## src/rtl/morse_pkg.sv

```systemverilog
package morse_pkg;

   // message geometry
   parameter int CHAR_W          = 6;
   parameter int NUM_CHARS       = 8;
   parameter int ELEMS_PER_CHAR  = 5;
   parameter int SLOTS_PER_ELEM  = 5;
   parameter int GAP_SLOTS       = 5;

   parameter int SLOTS_PER_CHAR  = GAP_SLOTS + ELEMS_PER_CHAR * SLOTS_PER_ELEM; // 30

   // index widths for the sequencer counters
   parameter int CHAR_IDX_W      = $clog2(NUM_CHARS);
   parameter int SLOT_IDX_W      = $clog2(SLOTS_PER_CHAR);
   parameter int ELEM_IDX_W      = $clog2(ELEMS_PER_CHAR);
   parameter int SUB_IDX_W       = $clog2(SLOTS_PER_ELEM);

   // dot and dash on-slots within an element
   parameter int DOT_ON_SLOTS    = 1;
   parameter int DASH_ON_SLOTS   = 3;

   // timing defaults for a 50 MHz clock
   parameter int DEFAULT_SLOT_CYCLES = 25000000; // 500 ms per slot
   parameter int DEFAULT_HALF_PERIOD = 37919;    // roughly 659 Hz tone

   typedef logic [CHAR_W-1:0] char_code_t;

   // element bit set means dash, element 0 in bit 0
   typedef struct packed {
      logic                      valid;
      logic [ELEMS_PER_CHAR-1:0] elems;
   } morse_pattern_t;

endpackage

```

## src/rtl/morse_char_rom.sv

```systemverilog
`timescale 1ns/1ps

module morse_char_rom (
   input  morse_pkg::char_code_t     code,
   output morse_pkg::morse_pattern_t pattern
);

   import morse_pkg::*;

   logic                      hit;
   logic [ELEMS_PER_CHAR-1:0] elems;

   // digits 0 to 9, first element in bit 0
   always_comb begin
      hit = 1'b1;
      case (code)
         6'd36:   elems = 5'b11111; // -----
         6'd27:   elems = 5'b11110; // .----
         6'd28:   elems = 5'b11100; // ..---
         6'd29:   elems = 5'b11000; // ...--
         6'd30:   elems = 5'b10000; // ....-
         6'd31:   elems = 5'b00000; // .....
         6'd35:   elems = 5'b00001; // -....
         6'd34:   elems = 5'b00011; // --...
         6'd33:   elems = 5'b00111; // ---..
         6'd32:   elems = 5'b01111; // ----.
         default: begin
            hit   = 1'b0;
            elems = '0;
         end
      endcase
   end

   assign pattern.valid = hit;
   assign pattern.elems = elems;

endmodule

```

## src/rtl/slot_timer.sv

```systemverilog
`timescale 1ns/1ps

module slot_timer #(
   parameter int SLOT_CYCLES = morse_pkg::DEFAULT_SLOT_CYCLES
) (
   input  logic clk,
   input  logic sw,
   output logic slot_tick
);

   import morse_pkg::*;

   localparam int CNT_W = (SLOT_CYCLES > 1) ? $clog2(SLOT_CYCLES) : 1;
   localparam logic [CNT_W-1:0] CNT_LAST = CNT_W'(SLOT_CYCLES - 1);

   logic [CNT_W-1:0] cnt;

   assign slot_tick = (cnt == CNT_LAST); // last cycle of the slot

   always_ff @(posedge clk or posedge sw) begin
      if (sw) begin
         cnt <= '0;
      end
      else if (slot_tick) begin
         cnt <= '0;
      end
      else begin
         cnt <= cnt + 1'b1;
      end
   end

   // a slot longer than one clock never ticks back to back
   a_tick_single : assert property (
      @(posedge clk) disable iff (sw)
      ((SLOT_CYCLES > 1) && slot_tick) |=> !slot_tick
   ) else $error("slot_tick high in consecutive cycles");

endmodule

```

## src/rtl/morse_sequencer.sv

```systemverilog
`timescale 1ns/1ps

module morse_sequencer (
   input  logic                      clk,
   input  logic                      sw,
   input  logic                      slot_tick,
   input  logic                      speed_dot,
   input  logic                      speed_dash,
   input  morse_pkg::char_code_t     code0,
   input  morse_pkg::char_code_t     code1,
   input  morse_pkg::char_code_t     code2,
   input  morse_pkg::char_code_t     code3,
   input  morse_pkg::char_code_t     code4,
   input  morse_pkg::char_code_t     code5,
   input  morse_pkg::char_code_t     code6,
   input  morse_pkg::char_code_t     code7,
   input  morse_pkg::morse_pattern_t pattern,
   output morse_pkg::char_code_t     cur_code,
   output logic                      key
);

   import morse_pkg::*;

   localparam logic [CHAR_IDX_W-1:0] CHAR_LAST = CHAR_IDX_W'(NUM_CHARS - 1);
   localparam logic [SLOT_IDX_W-1:0] SLOT_LAST = SLOT_IDX_W'(SLOTS_PER_CHAR - 1);
   localparam logic [SLOT_IDX_W-1:0] GAP_END   = SLOT_IDX_W'(GAP_SLOTS);
   localparam logic [SUB_IDX_W-1:0]  SUB_LAST  = SUB_IDX_W'(SLOTS_PER_ELEM - 1);
   localparam logic [SUB_IDX_W-1:0]  DOT_LAST  = SUB_IDX_W'(DOT_ON_SLOTS);
   localparam logic [SUB_IDX_W-1:0]  DASH_LAST = SUB_IDX_W'(DASH_ON_SLOTS);

   // position of the current slot
   logic [CHAR_IDX_W-1:0] char_idx;
   logic [SLOT_IDX_W-1:0] slot_idx;
   logic [ELEM_IDX_W-1:0] elem_idx;
   logic [SUB_IDX_W-1:0]  sub_idx;

   // position of the slot that follows
   logic [CHAR_IDX_W-1:0] char_nxt;
   logic [SLOT_IDX_W-1:0] slot_nxt;
   logic [ELEM_IDX_W-1:0] elem_nxt;
   logic [SUB_IDX_W-1:0]  sub_nxt;

   logic gap_nxt;
   logic elem_on;
   logic key_nxt;

   always_comb begin
      char_nxt = char_idx;
      slot_nxt = slot_idx + 1'b1;
      elem_nxt = elem_idx;
      sub_nxt  = sub_idx + 1'b1;
      if (slot_idx == SLOT_LAST) begin // character done
         slot_nxt = '0;
         elem_nxt = '0;
         sub_nxt  = '0;
         char_nxt = (char_idx == CHAR_LAST) ? '0 : char_idx + 1'b1;
      end
      else if (slot_idx < GAP_END) begin // elements start at zero after the gap
         elem_nxt = '0;
         sub_nxt  = '0;
      end
      else if (sub_idx == SUB_LAST) begin
         elem_nxt = elem_idx + 1'b1;
         sub_nxt  = '0;
      end
   end

   always_comb begin
      case (char_nxt)
         3'd0:    cur_code = code0;
         3'd1:    cur_code = code1;
         3'd2:    cur_code = code2;
         3'd3:    cur_code = code3;
         3'd4:    cur_code = code4;
         3'd5:    cur_code = code5;
         3'd6:    cur_code = code6;
         default: cur_code = code7;
      endcase
   end

   assign gap_nxt = (slot_nxt < GAP_END);

   always_comb begin
      if (pattern.elems[elem_nxt]) begin // dash
         elem_on = (sub_nxt < DASH_LAST) || ((sub_nxt == DASH_LAST) && speed_dash);
      end
      else begin
         elem_on = (sub_nxt < DOT_LAST) || ((sub_nxt == DOT_LAST) && speed_dot);
      end
      key_nxt = pattern.valid && !gap_nxt && elem_on;
   end

   always_ff @(posedge clk or posedge sw) begin
      if (sw) begin
         char_idx <= '0;
         slot_idx <= '0;
         elem_idx <= '0;
         sub_idx  <= '0;
         key      <= 1'b0; // slot 0 is a gap
      end
      else if (slot_tick) begin
         char_idx <= char_nxt;
         slot_idx <= slot_nxt;
         elem_idx <= elem_nxt;
         sub_idx  <= sub_nxt;
         key      <= key_nxt;
      end
   end

   a_gap_silent : assert property (
      @(posedge clk) disable iff (sw)
      (slot_idx < GAP_END) |-> !key
   ) else $error("key high during a gap slot");

endmodule

```

## src/rtl/tone_gen.sv

```systemverilog
`timescale 1ns/1ps

module tone_gen #(
   parameter int HALF_PERIOD = morse_pkg::DEFAULT_HALF_PERIOD
) (
   input  logic clk,
   input  logic sw,
   input  logic key,
   output logic beep
);

   import morse_pkg::*;

   localparam int CNT_W = (HALF_PERIOD > 1) ? $clog2(HALF_PERIOD) : 1;
   localparam logic [CNT_W-1:0] CNT_LAST = CNT_W'(HALF_PERIOD - 1);

   logic [CNT_W-1:0] half_cnt;

   always_ff @(posedge clk or posedge sw) begin
      if (sw) begin
         half_cnt <= '0;
         beep     <= 1'b0;
      end
      else if (!key) begin // silent so the tone restarts low
         half_cnt <= '0;
         beep     <= 1'b0;
      end
      else if (half_cnt == CNT_LAST) begin
         half_cnt <= '0;
         beep     <= ~beep;
      end
      else begin
         half_cnt <= half_cnt + 1'b1;
      end
   end

   a_beep_quiet : assert property (
      @(posedge clk) disable iff (sw)
      !key |=> !beep
   ) else $error("beep high one cycle after key low");

endmodule

```

## src/rtl/morse_beeper.sv

```systemverilog
`timescale 1ns/1ps

module morse_beeper #(
   parameter int SLOT_CYCLES = morse_pkg::DEFAULT_SLOT_CYCLES,
   parameter int HALF_PERIOD = morse_pkg::DEFAULT_HALF_PERIOD
) (
   input  logic                  clk,
   input  logic                  sw,
   input  logic                  speed_dot,
   input  logic                  speed_dash,
   input  morse_pkg::char_code_t code0,
   input  morse_pkg::char_code_t code1,
   input  morse_pkg::char_code_t code2,
   input  morse_pkg::char_code_t code3,
   input  morse_pkg::char_code_t code4,
   input  morse_pkg::char_code_t code5,
   input  morse_pkg::char_code_t code6,
   input  morse_pkg::char_code_t code7,
   output logic                  key,
   output logic                  beep
);

   import morse_pkg::*;

   logic           slot_tick;
   char_code_t     cur_code;
   morse_pattern_t pattern;

   slot_timer #(
      .SLOT_CYCLES (SLOT_CYCLES)
   ) i_slot_timer (
      .clk       (clk),
      .sw        (sw),
      .slot_tick (slot_tick)
   );

   morse_sequencer i_morse_sequencer (
      .clk        (clk),
      .sw         (sw),
      .slot_tick  (slot_tick),
      .speed_dot  (speed_dot),
      .speed_dash (speed_dash),
      .code0      (code0),
      .code1      (code1),
      .code2      (code2),
      .code3      (code3),
      .code4      (code4),
      .code5      (code5),
      .code6      (code6),
      .code7      (code7),
      .pattern    (pattern),
      .cur_code   (cur_code),
      .key        (key)
   );

   morse_char_rom i_morse_char_rom (
      .code    (cur_code),
      .pattern (pattern)
   );

   tone_gen #(
      .HALF_PERIOD (HALF_PERIOD)
   ) i_tone_gen (
      .clk  (clk),
      .sw   (sw),
      .key  (key),
      .beep (beep)
   );

endmodule

```

## config.mk

```make
export PLATFORM = sky130hd
export DESIGN_NAME = morse_beeper
export DESIGN_NICKNAME = d
export VERILOG_FILES = /design/src/rtl/morse_pkg.sv /design/src/rtl/morse_char_rom.sv /design/src/rtl/slot_timer.sv /design/src/rtl/morse_sequencer.sv /design/src/rtl/tone_gen.sv /design/src/rtl/morse_beeper.sv
export SDC_FILE = /design/constraint.sdc
export NUM_CORES = 1
export LEC_CHECK = 0
export ABC_AREA = 1
export ABC_CLOCK_PERIOD_IN_PS = 2480
export BUFFER_PORTS_ARGS = -buffer_cell sky130_fd_sc_hd__buf_2
export CAP_MARGIN = 20
export CORE_ASPECT_RATIO = 1.4
export CORE_MARGIN = 5
export CORE_UTILIZATION = 25
export CTS_CLUSTER_DIAMETER = 60
export DETAILED_ROUTE_END_ITERATION = 7
export SYNTH_ARGS = -nofsm -noshare
export SYNTH_HDL_FRONTEND = slang
export SYNTH_HIERARCHICAL = 1
export SYNTH_SLANG_ARGS = --single-unit
```

## constraint.sdc

```tcl
create_clock -name clk -period 2.48 [get_ports clk]
set_input_delay 0.496 -clock clk [delete_from_list [all_inputs] [get_ports clk]]
set_output_delay 0.496 -clock clk [all_outputs]
set_load 0.1 [all_outputs]
```

# After elaboration in Yosys (flattened, before gate mapping)
# Index checks and enable logic that the tools add are counted.
[word_totals] out_inout_bits=2 register_bits=57 elab_cells=73 in_bits=52
[op_classes] n_mux=20 eq_ne=24 n_bitwise=1 magnitude_cmp=5 n_reduce_logical=9 n_addsub=6
[ops] op="5-bit one-hot mux with 9 select lines" count=1
[ops] op="6-bit one-hot mux with 7 select lines" count=1
[ops] op="16-bit two-way mux" count=2
[ops] op="6-bit by 5-bit equality test with 1-bit output (second input constant)" count=5
[ops] op="6-bit equality test (second input constant)" count=5
[ops] op="25-bit by 1-bit adder with 25-bit output (second input constant)" count=1
[ops] op="25-bit equality test (second input constant)" count=1
[ops] op="25-bit two-way mux" count=1
[ops] op="3-bit two-way mux" count=8
[ops] op="16-bit by 1-bit adder with 16-bit output (second input constant)" count=1
[ops] op="16-bit equality test (second input constant)" count=1
[ops] op="3-bit equality test (second input constant)" count=5
[ops] op="5-bit by 3-bit less-than comparator with 1-bit output (second input constant)" count=2
[ops] op="10-bit OR reduction" count=1
[ops] op="3-bit by 1-bit adder with 3-bit output (second input constant)" count=3
[ops] op="3-bit by 2-bit equality test with 1-bit output (second input constant)" count=3
[ops] op="3-bit by 1-bit equality test with 1-bit output (second input constant)" count=2
[ops] op="5-bit by 1-bit adder with 5-bit output (second input constant)" count=1
[ops] op="5-bit equality test (second input constant)" count=1
[ops] op="1-bit two-way mux" count=5
[ops] op="5-bit two-way mux" count=1
[ops] op="1-bit logical AND" count=4
[ops] op="3-bit by 4-bit less-than comparator with 1-bit output (second input constant)" count=1
[ops] op="1-bit binary-select mux with 3-bit select" count=1
[ops] op="other kinds (7)" count=8

# Longest topological paths before layout
# Gate-level depths: netlist (run 1).
[depth] depth_word=11 ltp_mapped=25 mapped_depth_nobuf=24

# By module
# Netlist (run 1), hierarchy kept.
[by_module_without_submodules] mod="morse_sequencer" cells_each=249 n_inst=1 area_each_um2=1611.5 seq_area_each_um2=375.4
[by_module_without_submodules] mod="slot_timer" cells_each=214 n_inst=1 area_each_um2=1537.7 seq_area_each_um2=625.6
[by_module_without_submodules] mod="tone_gen" cells_each=135 n_inst=1 area_each_um2=963.4 seq_area_each_um2=425.4
[by_module_without_submodules] mod="morse_char_rom" cells_each=39 n_inst=1 area_each_um2=188.9 seq_area_each_um2=0.0

# Worst setup path before layout (run 1)
# OpenSTA, ideal clock, no wires.
[synth_path] path_kind="reg2reg" startpoint="register i_morse_sequencer.slot_idx[1]" endpoint="register i_morse_sequencer.key" synth_period_minus_slack_ns=2.540 slack_ns=-0.060 t_arrival_ns=2.420 required_ns=2.360 n_path_buf=2 stages_incl_launch_ff=25 setup_ns=0.120 cell_sequence="dfrtp_1 inv_1 ha_1 nand2_4 nor2_8 o21ai_2 nor2b_4 buf_6 buf_8 nand4_1 nand2_1 nor2_1 nand3_1 nand2_1 inv_1 nand2_1 nor2_1 nor2_1 nand2_1 nand3_1 nand3_1 nand3_1 nand2_1 nand2_1 nand2_1"
[synth_lines] item="start: declaration" line="morse_sequencer.sv:33" source="logic [SLOT_IDX_W-1:0] slot_idx;"
[synth_lines] item="start signal: assignment" line="morse_sequencer.sv:103" source="slot_idx <= slot_nxt;"
[synth_lines] item="end signal: assignment" line="morse_sequencer.sv:106" source="key <= key_nxt;"
[synth_lines] item="end: declaration" line="morse_sequencer.sv:19" source="output logic key"

==> results.tsv, run 1 <==
metric	value	unit
status	complete, but fails checks	
failing checks	setup timing	
asr flop ratio synth	100	%
worst rel slew slack	53.5	%
Post-synth EDFFs	0	
R2R Path Start	i_morse_sequencer/char_idx[0]	
Post-Syn Area per Cell	6.75	um^2
initial antenna violation count	1	
clock network fraction of design power	51.7	%
fmax	0.384	GHz
Static Leak	2.73	nW
YS warnings	6	
total CTS buffers	9	
Clk pin slew, worst setup/hold paths	50	ps
area of the multi-input gates	2600	um^2
Yosys top cell area share	33.2	%
setup ws final	-123	ps
Synthesized Nets	699	
HPWL Detailed	8.43	mm
combinational power share	4.8	%
final worst-path cycle share	105	%
total placed instance area	4960	um^2
wire per inst	11.9	um
maximum vdd drop	0.000333	V
clk root buf	clkbuf_16	
worst-case clock buffer depth	2	
diode count	0	
Pwr per Cell Area	398	nW/um^2
first-pass GRT wire length	18.7	mm
nets@finish	780	
Worst R2R End	i_morse_sequencer/key	
crit path kind	reg -> reg	
largest net degree at the start of global routing	26	
CP Max Fanout	8	
post-synthesis cell type count	34	
routability congestion estimate	0.898	
Final Hold Fails	0	
Reg2Reg Depth	19	
first-pass iteration count of the detailed router	5	
NetSw	0.449	mW
post-synthesis sequential area ratio	33.2	%
GRT Resource Usage Total	11.5	%
fin cells	924	
Tightest Pin Transition	697	ps
Final ANT Viol Nets	0	
DR vias	4226	
Worst EP required	2690	ps
Top FF cell, synth	dfrtp_1	
CP startpoint kind	register	
CP Capture Type	register	
Critical Path AT	2820	ps
Tmin final	2600	ps
reg2reg setup slack	-120	ps
Starting DRT DRC Count	208	
clk sinks	57	
Clk Latency, worst-skew pair	320	ps
Synth area leader	dfrtp_1	
Synth-to-Final Area Change	25.4	%
max cap viols	0	
Synth Register Bits	57	
Flop pwr share	43.5	%
Post-route DRC	0	
Cells after DPL	905	
die area	20000	um^2
vias in the first global route	4103	
die width	121	um
CTS tree	built	
H-tree levels	3	
Sw Share	20.9	%
fraction of layout cells with a size suffix above 1	23.2	%
Commonest cells post-synth	nand2_1 (161), nor2_1 (112), inv_1 (75)	
Syn Std Cell Area	4300	um^2
vias per cell	4.57	
RSZ-0062 raised after global routing	true	
Starting Density	25.6	%
Hold Crit Class	in -> async	
core region area	16800	um^2
Final Routed Wirelength	11.0	mm
number of port buffers	53	
fin. max-slew vios	0	
Storage cell area	1430	um^2
# setup viols final	1	
fillers	1845	
Cells after Synth	637	
leading cell type by number of instances after synthesis	nand2_1	
cell area after layout	5390	um^2
# rows	56	
IO Pins	54	
top cells by area, synth	dfrtp_1 (33%), nand2_1 (14%), nor2_1 (9.8%), nand3_1 (6.7%), inv_1 (6.5%)	
Pwr Total	2.15	mW
Die H	165	um
gr ovfl total	0	
Int Power	1.70	mW
Final Skew	6.38	ps
## per-layer routing
metal | global-route usage [%] | wire length (um) | vias to the layer above
met4 | 6.24 | 365 | 2
met3 | 2.35 | 476 | 31
met1 | 13.0 | 4660 | 1879
met2 | 20.1 | 5470 | 113
met5 | 0 | 13 | -
li1 | - | - | 2201
## worst max-delay path, stage by stage, from the launching register on
cell and delay (ps):
dfrtp_1 380, ha_1 230, ha_4 230, o21ai_4 280
buf_6 170, nand3_2 90, nor2_2 110, nor2_1 60
nand3_1 100, inv_2 60, nand4_1 130, nor2_1 60
nor2_1 130, nand2_1 70, nand3_1 70, nand3_1 80
nand3_1 80, nand2_1 50, nand2_1 60, nand2_1 40
## worst max-delay path by stage
stage / from / end / slack [ps] / cells past startpoint
floorplan: i_morse_sequencer/slot_idx[1] / i_morse_sequencer/key / -30 / 24
global placement: i_morse_sequencer/char_idx[0] / i_morse_sequencer/key / -270 / 20
CTS: i_morse_sequencer/char_idx[0] / i_morse_sequencer/key / -140 / 21
finish: i_morse_sequencer/char_idx[0] / i_morse_sequencer/key / -120 / 19
global route: i_morse_sequencer/slot_idx[1] / i_morse_sequencer/key / -370 / 22
detailed placement: i_morse_sequencer/char_idx[0] / i_morse_sequencer/key / -290 / 20
## flip-flops by register name, indices dropped and copies added, names as in the netlist
| name | count |
|---|---|
| i_tone_gen/half_cnt | 16 |
| i_tone_gen/beep | 1 |
| i_slot_timer/cnt | 25 |
| i_morse_sequencer/sub_idx | 3 |
| i_morse_sequencer/slot_idx | 5 |
| i_morse_sequencer/elem_idx | 3 |
| i_morse_sequencer/char_idx | 3 |
| i_morse_sequencer/key | 1 |
## power by group through the flow
stage               combinational, mW  clock, mW  sequential [mW]
floorplan                      0.0468          0            0.947
global placement                0.102          0            0.947
detailed placement              0.100          0            0.947
CTS                             0.102       1.15            0.932
global route                    0.117       1.19            0.931
finish                          0.103       1.11            0.932
## metrics by stage
stage / util (%) / hold WS (ps) / worst slack, ps / setup TNS, ps
after global routing: 32.1 / 274 / -372 / -372
after global placement: 29.5 / 463 / -268 / -268
after CTS: 31.3 / 256 / -139 / -139
final: 32.1 / 245 / -123 / -123
after detailed placement: 29.5 / 466 / -290 / -290
after floorplan: - / 397 / -30.3 / -30.3
## cell families after synthesis
logic type,share of synthesized area [%]
AOI/OAI and AO/OA,5.41
xor gates and xnor gates,3.26
adders and majority gates,2.91
buffers and inverters,9.48
DFF,33.2
and+or+nand+nor,45.8
## cell usage in the layout, fill, tap and decap left out, drive strengths merged
cell	count
nand2	176
nor2	132
buf	82
inv	81
nand3	60
dfrtp	57
nand4	42
o21ai	24
xor2	14
clkbuf	14
ha	10
a21oi	9
nor3	9
o21bai	3
o31ai	2
xnor2	2
nor2b	1
or2	1
o21a	1
clkinv	1
## timing repair
action                     in CTS  in global routing
pin swaps                       1                 12
hold buffers                    0                  0
setup endpoints to repair       1                  1
setup buffers                   0                  3
resized for setup              10                 19
cloned                          1                  1
## area by class of cell
class | instances | share of cell area, %
Clock buffer | 14 | 4.89
Inverter | 82 | 5.75
Multi-Input combinational cell | 486 | 48.2
Sequential cell | 57 | 26.4
Tap cell | 203 | 4.71
Timing Repair Buffer | 82 | 9.97
Note: power is estimated with default switching activity, not from simulation.
==> run 2: changes to the inputs <==
REMOVE_ABC_BUFFERS = 1   (was unset)
==> results.tsv, run 2 (synthesis gave the netlist of run 1 again) <==
metric	value	unit
core region area	16800	um^2
HPWL Detailed	8.48	mm
final worst-path cycle share	106	%
most common cell after layout, fill and taps aside	nand2_1	
Critical Path AT	2910	ps
Top reg by flops	i_slot_timer/cnt	
vias in the first global route	4378	
Starting DRT DRC Count	202	
worst rel slew slack	55.4	%
Die H	165	um
failing checks	setup timing	
Final ANT Viol Nets	0	
total CTS buffers	9	
Clk pin slew, worst setup/hold paths	50	ps
initial antenna violation count	0	
wire per inst	12.3	um
Hold Slack	260	ps
Reg2Reg Depth	22	
max reg flops	25	
fin. max-slew vios	0	
number of port buffers	53	
setup ws final	-156	ps
IO Pins	54	
die area	20000	um^2
Largest regs	i_slot_timer/cnt x25, i_tone_gen/half_cnt x16, i_morse_sequencer/slot_idx x5	
Hold Crit Class	in -> async	
combinational power share	5.0	%
Static Leak	2.82	nW
setup TNS	-156	ps
Worst EP required	2750	ps
hold buffers post-CTS	0	
status	complete, but fails checks	
vias per cell	4.60	
diode count	0	
Pwr per Cell Area	397	nW/um^2
Worst Setup EP	i_morse_sequencer/key	
gr ovfl total	0	
CP Max Fanout	6	
Starting Density	25.6	%
largest net degree at the start of global routing	24	
Final Routed Wirelength	11.5	mm
Pwr Total	2.21	mW
CP startpoint kind	register	
Clk Latency, worst-skew pair	330	ps
NetSw	0.507	mW
DR vias	4310	
Final Skew	9.22	ps
CTS tree	built	
max cap viols	0	
first-pass iteration count of the detailed router	4	
maximum vdd drop	0.000234	V
# rows	56	
fillers	1833	
RSZ-0062 raised after global routing	true	
Flop pwr share	42.1	%
R2R Path Start	i_morse_sequencer/slot_idx[1]	
Final Hold Fails	0	
Tightest Pin Transition	669	ps
Synth-to-Final Area Change	29.5	%
clk sinks	57	
routability congestion estimate	0.898	
crit path launch	i_morse_sequencer/slot_idx[1]	
fmax	0.379	GHz
nets@finish	791	
Tmin final	2640	ps
Finished Core Util	33.1	%
# setup viols final	1	
clock network fraction of design power	52.9	%
Int Power	1.70	mW
worst-case clock buffer depth	2	
reg2reg setup slack	-160	ps
Post-route DRC	0	
Sw Share	22.9	%
commonest cells after routing, fill and taps aside	nand2_1 (154), nor2_1 (104), inv_1 (75)	
H-tree levels	3	
crit path kind	reg -> reg	
CP Capture Type	register	
clk root buf	clkbuf_16	
die width	121	um
GRT Resource Usage Total	11.9	%
first-pass GRT wire length	19.4	mm
fraction of layout cells with a size suffix above 1	25.3	%
Worst R2R End	i_morse_sequencer/key	
==> run 2: cell type report <==
type | count | area [um^2] | share of cell area (%)
Multi-Input combinational cell | 490 | 2680 | 48.1
Sequential cell | 57 | 1430 | 25.6
Inverter | 82 | 308 | 5.53
Tap cell | 203 | 254 | 4.56
Clock buffer | 11 | 253 | 4.54
Clock inverter | 5 | 30.0 | 0.539
Timing Repair Buffer | 89 | 619 | 11.1
==> run 2: worst max-delay path, stage by stage (launching register included) <==
cell     delay [ps]
dfrtp_1         370
inv_1            60
ha_2            180
nand2_4          70
nor2_8          160
o21ai_4         110
buf_6           130
nor2b_2         180
nand4_1          90
nand2_1          60
nor2_2          150
nand3_2         150
nor2_4          190
nand3_1         140
nand2_2         100
nand2_1          50
nand2_1          50
nand2_1          50
nand3_1          80
nand3_1          60
nand2_1          60
nand2_1          50
nand2_1          50
==> run 2: timing repair <==
item	in CTS	in global routing
endpoints found under the setup margin	1	1
pin swaps	27	11
buffers inserted	8	2
endpoints found under the hold margin	0	0
gates resized for setup	34	12
gates cloned	5	1
==> run 2: worst min path at each step <==
| stage | cells past startpoint | slack (ps) | startpoint | to |
|---|---|---|---|---|
| floorplan | 1 | 400 | sw | i_morse_sequencer/char_idx[0] |
| CTS | 2 | 280 | sw | i_slot_timer/cnt[5] |
| global placement | 1 | 460 | i_slot_timer/cnt[0] | i_slot_timer/cnt[0] |
| global route | 2 | 320 | sw | i_slot_timer/cnt[5] |
| finish | 2 | 260 | sw | i_slot_timer/cnt[24] |
| detailed placement | 1 | 470 | i_slot_timer/cnt[0] | i_slot_timer/cnt[0] |
==> run 2: through the flow <==
step	cells	setup WS, ps	instance area (um^2)
after CTS	934	-137	5500
after floorplan	624	-289	4200
after global placement	905	-253	4950
final	937	-156	5570
after global routing	937	-356	5570
after detailed placement	905	-260	4950
==> run 2: power groups by stage <==
stage | Clock [mW] | Combinational (mW) | Sequential, mW
after global placement | 0 | 0.103 | 0.947
final | 1.17 | 0.111 | 0.931
after global routing | 1.23 | 0.126 | 0.930
after floorplan | 0 | 0.0442 | 0.947
after CTS | 1.20 | 0.109 | 0.931
after detailed placement | 0 | 0.101 | 0.947
==> run 2: per-layer routing <==
| layer | part of all wire [%] | wire (um) | GRT usage, % | up-vias |
|---|---|---|---|---|
| met2 | 52 | 5970 | 21.8 | 114 |
| met5 | 0 | 0 | 0 | - |
| met3 | 4.4 | 509 | 2.28 | 27 |
| met4 | 3.5 | 401 | 6.75 | 0 |
| met1 | 40 | 4610 | 12.7 | 1931 |
| li1 | - | - | - | 2238 |
